$ cat config.mk
export PLATFORM = sky130hd
export DESIGN_NAME = fpu_cluster
export DESIGN_NICKNAME = d
export VERILOG_FILES = /design/src/fpu_flow_pkg.sv /design/src/fpu_format_pkg.sv /design/src/fp_add_unit.sv /design/src/fp_mul_unit.sv /design/src/fpu_cluster.sv /design/src/operand_fwd.sv /design/src/result_bus_arbiter.sv /design/src/result_queue.sv
export SDC_FILE = /design/constraint.sdc
export NUM_CORES = 1
export LEC_CHECK = 0
export BUFFER_PORTS_ARGS = -buffer_cell sky130_fd_sc_hd__buf_2
export CAP_MARGIN = 40
export CORE_MARGIN = 1
export CORE_UTILIZATION = 65
export CTS_BUF_LIST = sky130_fd_sc_hd__clkbuf_8
export CTS_CLUSTER_DIAMETER = 100
export DETAILED_ROUTE_END_ITERATION = 16
export HOLD_SLACK_MARGIN = 0.05
export PLACE_DENSITY_LB_ADDON = 0.08
export SYNTH_ARGS = -nofsm -noshare
export SYNTH_HDL_FRONTEND = slang
export SYNTH_SLANG_ARGS = --single-unit
export TNS_END_PERCENT = 100
$ cat constraint.sdc
create_clock -name clk -period 12.2 [get_ports clk]
set_input_delay 1.22 -clock clk [delete_from_list [all_inputs] [get_ports clk]]
set_output_delay 1.22 -clock clk [all_outputs]
set_load 0.05 [all_outputs]
$ cat src/fpu_flow_pkg.sv
package fpu_flow_pkg;

  // Instruction tag carried from issue to the result bus
  localparam int tag_w = 6;

  // Issue credits per port, queue sized to match so it cannot overflow
  localparam int port_credits = 4;
  localparam int queue_depth  = 4;

  // Result source id on the bus, 0 is the add unit, 1 the multiply unit
  localparam int src_w = 1;

  // Operand source select
  typedef enum logic [1:0] {
    fwd_none     = 2'd0,
    fwd_bus      = 2'd1,
    fwd_bus_prev = 2'd2
  } fwd_sel_e;

endpackage

$ cat src/fpu_format_pkg.sv
package fpu_format_pkg;

  // Half precision word layout
  localparam int fp_w     = 16;
  localparam int exp_w    = 5;
  localparam int man_w    = 10;
  localparam int exp_bias = 15;

  // Canonical quiet NaN returned for any infinity or NaN input
  localparam logic [fp_w-1:0] qnan_val = 16'h7E00;

  // ####################
  // Exception flags

  localparam int flag_w   = 4;
  localparam int flag_inv = 0;
  localparam int flag_ovf = 1;
  localparam int flag_unf = 2;
  localparam int flag_inx = 3;

  // ####################
  // Opcodes

  // Port 1, add pipeline
  typedef enum logic [2:0] {
    add_op_add  = 3'd0,
    add_op_sub  = 3'd1,
    add_op_rsub = 3'd2,
    add_op_and  = 3'd3,
    add_op_or   = 3'd4,
    add_op_xor  = 3'd5,
    add_op_andn = 3'd6
  } add_op_e;

  // Port 2, multiply pipeline
  typedef enum logic [1:0] {
    mul_op_mul  = 2'd0,
    mul_op_nmul = 2'd1,
    mul_op_sqr  = 2'd2
  } mul_op_e;

endpackage

$ cat src/fp_add_unit.sv
module fp_add_unit import fpu_format_pkg::*, fpu_flow_pkg::*; (
  input  logic              clk,
  input  logic              rst,
  input  logic              valid,
  input  add_op_e           op,
  input  logic [tag_w-1:0]  tag,
  input  logic [fp_w-1:0]   a,
  input  logic [fp_w-1:0]   b,
  input  logic              q_pop,
  output logic              q_valid,
  output logic [tag_w-1:0]  q_tag,
  output logic [fp_w-1:0]   q_data,
  output logic [flag_w-1:0] q_flags
);

  // ####################
  // Stage 1

  logic [fp_w-1:0]      x, y, logic_res;
  logic                 x_s, y_s, is_sub, is_logic, x_big, nan_in;
  logic [exp_w-1:0]     x_e, y_e, diff, sh_amt;
  logic [man_w:0]       x_m, y_m;
  logic [2*man_w+7:0]   shift_wide;
  logic [man_w+3:0]     small_al;

  always_comb begin
    // Reverse subtract is b - a
    x        = (op == add_op_rsub) ? b : a;
    y        = (op == add_op_rsub) ? a : b;
    is_sub   = (op == add_op_sub) || (op == add_op_rsub);
    is_logic = op inside {add_op_and, add_op_or, add_op_xor, add_op_andn};
    x_s      = x[fp_w-1];
    y_s      = y[fp_w-1] ^ is_sub;
    x_e      = x[fp_w-2:man_w];
    y_e      = y[fp_w-2:man_w];
    // Subnormals flush to zero
    x_m      = (x_e == '0) ? '0 : {1'b1, x[man_w-1:0]};
    y_m      = (y_e == '0) ? '0 : {1'b1, y[man_w-1:0]};
    nan_in   = !is_logic && ((x_e == '1) || (y_e == '1));
    x_big    = {x_e, x_m} >= {y_e, y_m};
    diff     = x_big ? x_e - y_e : y_e - x_e;
    sh_amt   = (diff > 5'd15) ? 5'd15 : diff;
    // Guard, round and sticky below the smaller significand
    shift_wide = {(x_big ? y_m : x_m), 3'b000, {(man_w+4){1'b0}}} >> sh_amt;
    small_al   = {shift_wide[2*man_w+7:man_w+5],
                  shift_wide[man_w+4] | (|shift_wide[man_w+3:0])};
    case (op)
      add_op_and:  logic_res = a & b;
      add_op_or:   logic_res = a | b;
      add_op_xor:  logic_res = a ^ b;
      add_op_andn: logic_res = a & ~b;
      default:     logic_res = '0;
    endcase
  end

  logic                 s1_valid, s1_logic, s1_nan, s1_eff_sub, s1_sign, s1_zero_sign;
  logic [tag_w-1:0]     s1_tag;
  logic [fp_w-1:0]      s1_logic_res;
  logic [exp_w-1:0]     s1_exp;
  logic [man_w+3:0]     s1_big_m, s1_small_m;

  always_ff @(posedge clk) begin
    if (rst) begin
      s1_valid <= 1'b0;
    end else begin
      s1_valid <= valid;
    end
  end

  always_ff @(posedge clk) begin
    s1_tag       <= tag;
    s1_logic     <= is_logic;
    s1_logic_res <= logic_res;
    s1_nan       <= nan_in;
    s1_eff_sub   <= x_s ^ y_s;
    s1_sign      <= x_big ? x_s : y_s;
    s1_zero_sign <= x_s & y_s;
    s1_exp       <= x_big ? x_e : y_e;
    s1_big_m     <= {(x_big ? x_m : y_m), 3'b000};
    s1_small_m   <= small_al;
  end

  // ####################
  // Stage 2

  logic [man_w+4:0]     sum, norm;
  logic [3:0]           lzc;
  logic signed [6:0]    exp_n;
  logic                 lost;
  logic [fp_w-1:0]      r_data;
  logic [flag_w-1:0]    r_flags;

  always_comb begin
    sum = s1_eff_sub ? {1'b0, s1_big_m} - {1'b0, s1_small_m}
                     : {1'b0, s1_big_m} + {1'b0, s1_small_m};
    lzc = '0;
    for (int i = 0; i <= man_w + 4; i++) begin
      if (sum[i]) begin
        lzc = 4'(man_w + 4 - i);
      end
    end
    norm  = sum << lzc;
    exp_n = $signed({2'b00, s1_exp}) + 7'sd1 - $signed({3'b000, lzc});
    lost  = |norm[3:0];
    r_flags = '0;
    if (s1_logic) begin
      r_data = s1_logic_res;
    end else if (s1_nan) begin
      r_data            = qnan_val;
      r_flags[flag_inv] = 1'b1;
    end else if (sum == '0) begin
      r_data = {s1_zero_sign, {(fp_w-1){1'b0}}};
    end else if (exp_n >= 7'sd31) begin
      r_data            = {s1_sign, {exp_w{1'b1}}, {man_w{1'b0}}};
      r_flags[flag_ovf] = 1'b1;
      r_flags[flag_inx] = 1'b1;
    end else if (exp_n <= 7'sd0) begin
      r_data            = {s1_sign, {(fp_w-1){1'b0}}};
      r_flags[flag_unf] = 1'b1;
      r_flags[flag_inx] = 1'b1;
    end else begin
      r_data            = {s1_sign, exp_n[exp_w-1:0], norm[man_w+3:4]};
      r_flags[flag_inx] = lost;
    end
  end

  result_queue u_queue (
    .clk        (clk),
    .rst        (rst),
    .push       (s1_valid),
    .push_tag   (s1_tag),
    .push_data  (r_data),
    .push_flags (r_flags),
    .pop        (q_pop),
    .valid      (q_valid),
    .head_tag   (q_tag),
    .head_data  (q_data),
    .head_flags (q_flags)
  );

endmodule

$ cat src/fp_mul_unit.sv
module fp_mul_unit import fpu_format_pkg::*, fpu_flow_pkg::*; (
  input  logic              clk,
  input  logic              rst,
  input  logic              valid,
  input  mul_op_e           op,
  input  logic [tag_w-1:0]  tag,
  input  logic [fp_w-1:0]   a,
  input  logic [fp_w-1:0]   b,
  input  logic              q_pop,
  output logic              q_valid,
  output logic [tag_w-1:0]  q_tag,
  output logic [fp_w-1:0]   q_data,
  output logic [flag_w-1:0] q_flags
);

  // ####################
  // Stage 1

  logic [fp_w-1:0]  fb;
  logic [exp_w-1:0] ea, eb;

  always_comb begin
    // Square uses a for both factors
    fb = (op == mul_op_sqr) ? a : b;
    ea = a[fp_w-2:man_w];
    eb = fb[fp_w-2:man_w];
  end

  logic                   s1_valid, s1_nan, s1_zero, s1_sign;
  logic [tag_w-1:0]       s1_tag;
  logic [2*man_w+1:0]     s1_prod;
  logic signed [6:0]      s1_exp;

  always_ff @(posedge clk) begin
    if (rst) begin
      s1_valid <= 1'b0;
    end else begin
      s1_valid <= valid;
    end
  end

  always_ff @(posedge clk) begin
    s1_tag  <= tag;
    s1_nan  <= (ea == '1) || (eb == '1);
    s1_zero <= (ea == '0) || (eb == '0);
    s1_sign <= a[fp_w-1] ^ fb[fp_w-1] ^ (op == mul_op_nmul);
    s1_prod <= {1'b1, a[man_w-1:0]} * {1'b1, fb[man_w-1:0]};
    s1_exp  <= $signed({2'b00, ea}) + $signed({2'b00, eb}) - 7'(exp_bias);
  end

  // ####################
  // Stage 2

  logic [man_w-1:0]   man;
  logic               lost;
  logic signed [6:0]  exp_n;
  logic [fp_w-1:0]    r_data;
  logic [flag_w-1:0]  r_flags;

  always_comb begin
    // Product lies in [1, 4), at most one position of normalization
    if (s1_prod[2*man_w+1]) begin
      man   = s1_prod[2*man_w:man_w+1];
      lost  = |s1_prod[man_w:0];
      exp_n = s1_exp + 7'sd1;
    end else begin
      man   = s1_prod[2*man_w-1:man_w];
      lost  = |s1_prod[man_w-1:0];
      exp_n = s1_exp;
    end
    r_flags = '0;
    if (s1_nan) begin
      r_data            = qnan_val;
      r_flags[flag_inv] = 1'b1;
    end else if (s1_zero) begin
      r_data = {s1_sign, {(fp_w-1){1'b0}}};
    end else if (exp_n >= 7'sd31) begin
      r_data            = {s1_sign, {exp_w{1'b1}}, {man_w{1'b0}}};
      r_flags[flag_ovf] = 1'b1;
      r_flags[flag_inx] = 1'b1;
    end else if (exp_n <= 7'sd0) begin
      r_data            = {s1_sign, {(fp_w-1){1'b0}}};
      r_flags[flag_unf] = 1'b1;
      r_flags[flag_inx] = 1'b1;
    end else begin
      r_data            = {s1_sign, exp_n[exp_w-1:0], man};
      r_flags[flag_inx] = lost;
    end
  end

  result_queue u_queue (
    .clk        (clk),
    .rst        (rst),
    .push       (s1_valid),
    .push_tag   (s1_tag),
    .push_data  (r_data),
    .push_flags (r_flags),
    .pop        (q_pop),
    .valid      (q_valid),
    .head_tag   (q_tag),
    .head_data  (q_data),
    .head_flags (q_flags)
  );

endmodule

$ cat src/fpu_cluster.sv
module fpu_cluster import fpu_format_pkg::*, fpu_flow_pkg::*; (
  input  logic              clk,
  input  logic              rst,
  input  logic              p1_valid,
  input  add_op_e           p1_op,
  input  logic [tag_w-1:0]  p1_tag,
  input  logic [fp_w-1:0]   p1_a,
  input  logic [fp_w-1:0]   p1_b,
  input  fwd_sel_e          p1_sel_a,
  input  fwd_sel_e          p1_sel_b,
  input  logic              p2_valid,
  input  mul_op_e           p2_op,
  input  logic [tag_w-1:0]  p2_tag,
  input  logic [fp_w-1:0]   p2_a,
  input  logic [fp_w-1:0]   p2_b,
  input  fwd_sel_e          p2_sel_a,
  input  fwd_sel_e          p2_sel_b,
  output logic              p1_credit,
  output logic              p2_credit,
  output logic              res_valid,
  output logic [src_w-1:0]  res_src,
  output logic [tag_w-1:0]  res_tag,
  output logic [fp_w-1:0]   res_data,
  output logic [flag_w-1:0] res_flags
);

  logic [fp_w-1:0]   p1_opa, p1_opb, p2_opa, p2_opb;
  logic              add_q_valid, add_q_pop, mul_q_valid, mul_q_pop;
  logic [tag_w-1:0]  add_q_tag, mul_q_tag;
  logic [fp_w-1:0]   add_q_data, mul_q_data;
  logic [flag_w-1:0] add_q_flags, mul_q_flags;

  // Operand forwarding from the shared result bus
  operand_fwd u_fwd_p1_a (.clk(clk), .rst(rst), .sel(p1_sel_a), .value(p1_a),
    .bus_valid(res_valid), .bus_data(res_data), .operand(p1_opa));
  operand_fwd u_fwd_p1_b (.clk(clk), .rst(rst), .sel(p1_sel_b), .value(p1_b),
    .bus_valid(res_valid), .bus_data(res_data), .operand(p1_opb));
  operand_fwd u_fwd_p2_a (.clk(clk), .rst(rst), .sel(p2_sel_a), .value(p2_a),
    .bus_valid(res_valid), .bus_data(res_data), .operand(p2_opa));
  operand_fwd u_fwd_p2_b (.clk(clk), .rst(rst), .sel(p2_sel_b), .value(p2_b),
    .bus_valid(res_valid), .bus_data(res_data), .operand(p2_opb));

  fp_add_unit u_add (
    .clk(clk), .rst(rst),
    .valid(p1_valid), .op(p1_op), .tag(p1_tag), .a(p1_opa), .b(p1_opb),
    .q_pop(add_q_pop), .q_valid(add_q_valid), .q_tag(add_q_tag),
    .q_data(add_q_data), .q_flags(add_q_flags)
  );

  fp_mul_unit u_mul (
    .clk(clk), .rst(rst),
    .valid(p2_valid), .op(p2_op), .tag(p2_tag), .a(p2_opa), .b(p2_opb),
    .q_pop(mul_q_pop), .q_valid(mul_q_valid), .q_tag(mul_q_tag),
    .q_data(mul_q_data), .q_flags(mul_q_flags)
  );

  result_bus_arbiter u_arb (
    .clk        (clk),
    .rst        (rst),
    .add_valid  (add_q_valid),
    .add_tag    (add_q_tag),
    .add_data   (add_q_data),
    .add_flags  (add_q_flags),
    .mul_valid  (mul_q_valid),
    .mul_tag    (mul_q_tag),
    .mul_data   (mul_q_data),
    .mul_flags  (mul_q_flags),
    .add_pop    (add_q_pop),
    .mul_pop    (mul_q_pop),
    .res_valid  (res_valid),
    .res_src    (res_src),
    .res_tag    (res_tag),
    .res_data   (res_data),
    .res_flags  (res_flags),
    .add_credit (p1_credit),
    .mul_credit (p2_credit)
  );

endmodule

$ cat src/operand_fwd.sv
module operand_fwd import fpu_format_pkg::*, fpu_flow_pkg::*; (
  input  logic            clk,
  input  logic            rst,
  input  fwd_sel_e        sel,
  input  logic [fp_w-1:0] value,
  input  logic            bus_valid,
  input  logic [fp_w-1:0] bus_data,
  output logic [fp_w-1:0] operand
);

  logic [fp_w-1:0] bus_prev;

  // Last value that was actually driven on the result bus
  always_ff @(posedge clk) begin
    if (rst) begin
      bus_prev <= '0;
    end else if (bus_valid) begin
      bus_prev <= bus_data;
    end
  end

  always_comb begin
    case (sel)
      fwd_bus:      operand = bus_data;
      fwd_bus_prev: operand = bus_prev;
      default:      operand = value;
    endcase
  end

endmodule

$ cat src/result_bus_arbiter.sv
module result_bus_arbiter import fpu_format_pkg::*, fpu_flow_pkg::*; (
  input  logic              clk,
  input  logic              rst,
  input  logic              add_valid,
  input  logic [tag_w-1:0]  add_tag,
  input  logic [fp_w-1:0]   add_data,
  input  logic [flag_w-1:0] add_flags,
  input  logic              mul_valid,
  input  logic [tag_w-1:0]  mul_tag,
  input  logic [fp_w-1:0]   mul_data,
  input  logic [flag_w-1:0] mul_flags,
  output logic              add_pop,
  output logic              mul_pop,
  output logic              res_valid,
  output logic [src_w-1:0]  res_src,
  output logic [tag_w-1:0]  res_tag,
  output logic [fp_w-1:0]   res_data,
  output logic [flag_w-1:0] res_flags,
  output logic              add_credit,
  output logic              mul_credit
);

  logic prio_mul;
  logic grant_add, grant_mul;

  // Round robin, the unit not served last wins a tie
  assign grant_add = add_valid && (!mul_valid || !prio_mul);
  assign grant_mul = mul_valid && (!add_valid || prio_mul);
  assign add_pop   = grant_add;
  assign mul_pop   = grant_mul;

  always_ff @(posedge clk) begin
    if (rst) begin
      prio_mul   <= 1'b0;
      res_valid  <= 1'b0;
      add_credit <= 1'b0;
      mul_credit <= 1'b0;
    end else begin
      if (grant_add || grant_mul) begin
        prio_mul <= grant_add;
      end
      res_valid  <= grant_add || grant_mul;
      add_credit <= grant_add;
      mul_credit <= grant_mul;
    end
  end

  // Bus payload holds its last value while idle
  always_ff @(posedge clk) begin
    if (grant_mul) begin
      res_src   <= src_w'(1);
      res_tag   <= mul_tag;
      res_data  <= mul_data;
      res_flags <= mul_flags;
    end else if (grant_add) begin
      res_src   <= '0;
      res_tag   <= add_tag;
      res_data  <= add_data;
      res_flags <= add_flags;
    end
  end

endmodule

$ cat src/result_queue.sv
module result_queue import fpu_format_pkg::*, fpu_flow_pkg::*; (
  input  logic              clk,
  input  logic              rst,
  input  logic              push,
  input  logic [tag_w-1:0]  push_tag,
  input  logic [fp_w-1:0]   push_data,
  input  logic [flag_w-1:0] push_flags,
  input  logic              pop,
  output logic              valid,
  output logic [tag_w-1:0]  head_tag,
  output logic [fp_w-1:0]   head_data,
  output logic [flag_w-1:0] head_flags
);

  logic [tag_w-1:0]  tag_mem  [queue_depth];
  logic [fp_w-1:0]   data_mem [queue_depth];
  logic [flag_w-1:0] flag_mem [queue_depth];

  logic [$clog2(queue_depth)-1:0] wr_ptr;
  logic [$clog2(queue_depth)-1:0] rd_ptr;
  logic [$clog2(queue_depth):0]   count;

  always_ff @(posedge clk) begin
    if (rst) begin
      wr_ptr <= '0;
      rd_ptr <= '0;
      count  <= '0;
    end else begin
      if (push) begin
        wr_ptr <= wr_ptr + 1'b1;
      end
      if (pop) begin
        rd_ptr <= rd_ptr + 1'b1;
      end
      if (push && !pop) begin
        count <= count + 1'b1;
      end else if (!push && pop) begin
        count <= count - 1'b1;
      end
    end
  end

  always_ff @(posedge clk) begin
    if (push) begin
      tag_mem[wr_ptr]  <= push_tag;
      data_mem[wr_ptr] <= push_data;
      flag_mem[wr_ptr] <= push_flags;
    end
  end

  assign valid      = (count != '0);
  assign head_tag   = tag_mem[rd_ptr];
  assign head_data  = data_mem[rd_ptr];
  assign head_flags = flag_mem[rd_ptr];

endmodule
==> summary.md <==
| Metric | Value |
|---|---|
| Mapped Avg Cell Area | `10.4 um2` |
| WL final | `61800 um` |
| Rows | `69` |
| Async set or reset register ratio after synthesis | `0` |
| CTS Sinks | `370` |
| Syn nets | `2601` |
| Number of nets in the layout | `2711` |
| Setup TNS | `0 ps` |
| Final setup viols | `0` |
| Die X-Extent | `193 um` |
| GP Congestion | `0.925` |
| DRC viols | `10` |
| ANT nets after route | `0` |
| Largest net degree at the start of global routing | `39` |
| Setup bufs post-CTS | `0` |
| Dominant synthesized flop cell | `edfxtp_1` |
| Via count | `18000` |
| Sequential power share | `0.272` |
| Crit Path Class | `primary input to register` |
| TritonCTS clock tree | `built` |
| Detailed Place HPWL | `45700 um` |
| Antenna violations before repair | `2` |
| Commonest non-fill, non-tap cells in the layout | `nor2_1, edfxtp_1, inv_1` |
| CP max stage delay | `650 ps` |
| Ports | `123` |
| Hold Path Class | `register to register` |
| Pre-antenna DRT Iters | `12` |
| Clk slew on worst S/H paths | `60 ps` |
| Pint | `4.05 mW` |
| Clk buf depth | `3` |
| Post-cts hold buffer count | `0` |
| Combinational share of power | `0.584` |
| Placement Setup Slack | `3680 ps` |
| Fmax | `125 MHz` |
| CORE AREA | `35700 um2` |
| Layout Skew | `69.9 ps` |
| Share of cells above drive strength 1 | `0.149` |
| Peak VDD IR | `0.231 mV` |
| I/O Buffers | `122` |
| Root Driver | `clkbuf_8` |
| Max-cap viol count | `0` |
| Worst path slowest cell | `o21ai_1` |
| Remaining Overflow, GRT | `0` |
| Antenna cell count | `0` |
| Least-Margin Pin Slew | `864 ps` |
| Die Area | `37100 um2` |
| CP arrival | `8560 ps` |
| Hold Vio Cnt, Final | `0` |
| Sequential share of the synthesized area | `0.413` |
| Startpoint types | `primary input` |
| Yosys cell types | `84` |
| Detailed router's first-iteration violation count | `1588` |
| Switch share | `0.455` |
| Outcome | `complete, but fails checks` |
| Area delta synth->final | `9.92%` |
| Initial Utilization | `0.662` |
| RSZ-0062 raised after global routing | `no` |
| YS warnings | `0` |
| Switch Pwr | `3.38 mW` |
| PostCTS Resize Cnt | `0` |
| Vias in the first global route | `17200` |
| Max-slew violations | `0` |
| Failing checks | `DRC` |
| Fill cells | `2562` |
| LEAKAGE | `10.7 nW` |
| Crit-path max FO | `16` |
| Drt wl/cell | `21.4 um` |
| First-pass GRT wire length | `94200 um` |
| Worst-Skew Late Latency | `680 ps` |
| Flops & latches, synth | `370` |
| Setup crit end kind | `register` |
| Final Cycle Share | `0.656` |
| Clock share of power | `0.144` |
| P per Cell Area | `287 nW/um2` |
| Most used cell, CP | `inv_1` |
| Min Tclk post-route | `8000 ps` |
| Min setup slack post-route | `4200 ps` |
| Post-synth EDFFs | `234` |
| Vias/cell | `6.24` |
| CTS Buf Count | `57` |
| Post-synthesis cell count | `2271` |
| Synth Cell Area | `23600 um2` |
| Req. time, crit path | `12760 ps` |
| Total GRT Usage | `0.336` |
| Commonest non-fill, non-tap cell in the layout | `nor2_1` |
| Die Ht | `193 um` |
| Number of H-tree levels | `2` |
| Rel. slew slack | `0.424` |
-- logic make-up after synthesis --
kind of cell,synth area share
and+or+nand+nor,0.120
adders and majority gates,0.153
xor gates and xnor gates,0.0222
buffers and inverters,0.0503
DFF,0.413
muxes,0.0917
AOI/OAI and AO/OA,0.149
-- Yosys cell counts (37+ instances only) --
library cell,instances,area share
nor2_1,249,0.040
edfxtp_1,234,0.30
inv_1,202,0.032
nand2_1,185,0.029
a21oi_1,150,0.032
ha_1,150,0.080
dfxtp_1,136,0.12
o21ai_0,96,0.020
fa_1,87,0.074
clkbuf_1,80,0.013
a22oi_1,59,0.019
mux2i_1,53,0.022
mux4_2,52,0.050
mux2_2,41,0.020
xnor2_1,37,0.014
-- power by group through the flow --
stage | sequential (mW) | clock [mW] | combinational [mW]
2_1_floorplan | 2.09 | 0 | 3.09
3_3_place_gp | 2.05 | 0 | 4.06
3_5_place_dp | 2.03 | 0 | 4.23
4_1_cts | 2.01 | 1.09 | 4.28
5_1_grt | 2.04 | 1.14 | 4.78
6_report | 2.02 | 1.07 | 4.34
-- state kept, by name, summed over array words and instances (netlist names), 3 cells and up, named ones only --
name,flops
u_add.u_queue.data_mem,64
u_add.s1_small_m,14
u_add.s1_big_m,11
u_arb.res_tag,6
u_mul.u_queue.count,3
u_mul.s1_exp,7
u_add.u_queue.count,3
u_fwd_p2_b.bus_prev,16
u_add.u_queue.tag_mem,24
u_add.u_queue.flag_mem,16
u_mul.s1_prod,22
u_mul.s1_tag,6
u_arb.res_data,16
u_add.s1_exp,5
u_mul.u_queue.tag_mem,24
u_add.s1_logic_res,16
u_arb.res_flags,4
u_mul.u_queue.data_mem,64
u_add.s1_tag,6
u_mul.u_queue.flag_mem,16
-- worst paths after layout --
kind	startpoint	to	slack (ps)	cells after the start
hold / removal	u_mul.s1_tag[2]	u_mul.u_queue.tag_mem[3][2]	480	0
hold reg to reg	u_mul.s1_tag[2]	u_mul.u_queue.tag_mem[3][2]	480	0
setup / recovery	p2_sel_a[1]	u_mul.s1_prod[19]	4200	31
setup reg to reg	u_arb.res_data[4]	u_mul.s1_prod[19]	4980	28
-- cell type report --
class | instances | area [um2] | area share
multi-input cells | 1590 | 12700 | 0.488
flip-flops and latches | 370 | 9750 | 0.376
repair buffers | 158 | 951 | 0.0367
clock buffers | 65 | 895 | 0.0345
inverters | 204 | 766 | 0.0295
well taps | 461 | 577 | 0.0222
clock inverters | 43 | 323 | 0.0124
-- worst max-delay path, delay by kind of cell --
family / cells / cell delay, ps
adder cells (fa/ha/maj): 7 / 2790
XOR/XNOR: 1 / 170
buffers and inverters: 7 / 410
AND/OR/NAND/NOR: 4 / 520
AO/OA/AOI/OAI: 12 / 3420
-- per-layer routing --
metal  GRT usage  routed length, um
met5           0                 13
met4       0.113               1880
met3      0.0815               6390
met2       0.510              27600
met1       0.472              26000
-- stage by stage --
step	cell area (um2)	total power [mW]	utilization	hold slack (ps)	std cells
3_3_place_gp	24600	6.12	0.689	451	2774
5_1_grt	25900	7.97	0.727	485	2891
2_1_floorplan	23600	5.18	-	438	2271
4_1_cts	25900	7.38	0.727	479	2890
3_5_place_dp	24700	6.26	0.693	464	2782
6_report	25900	7.43	0.727	481	2891
Power figures use the tool's default switching activity.
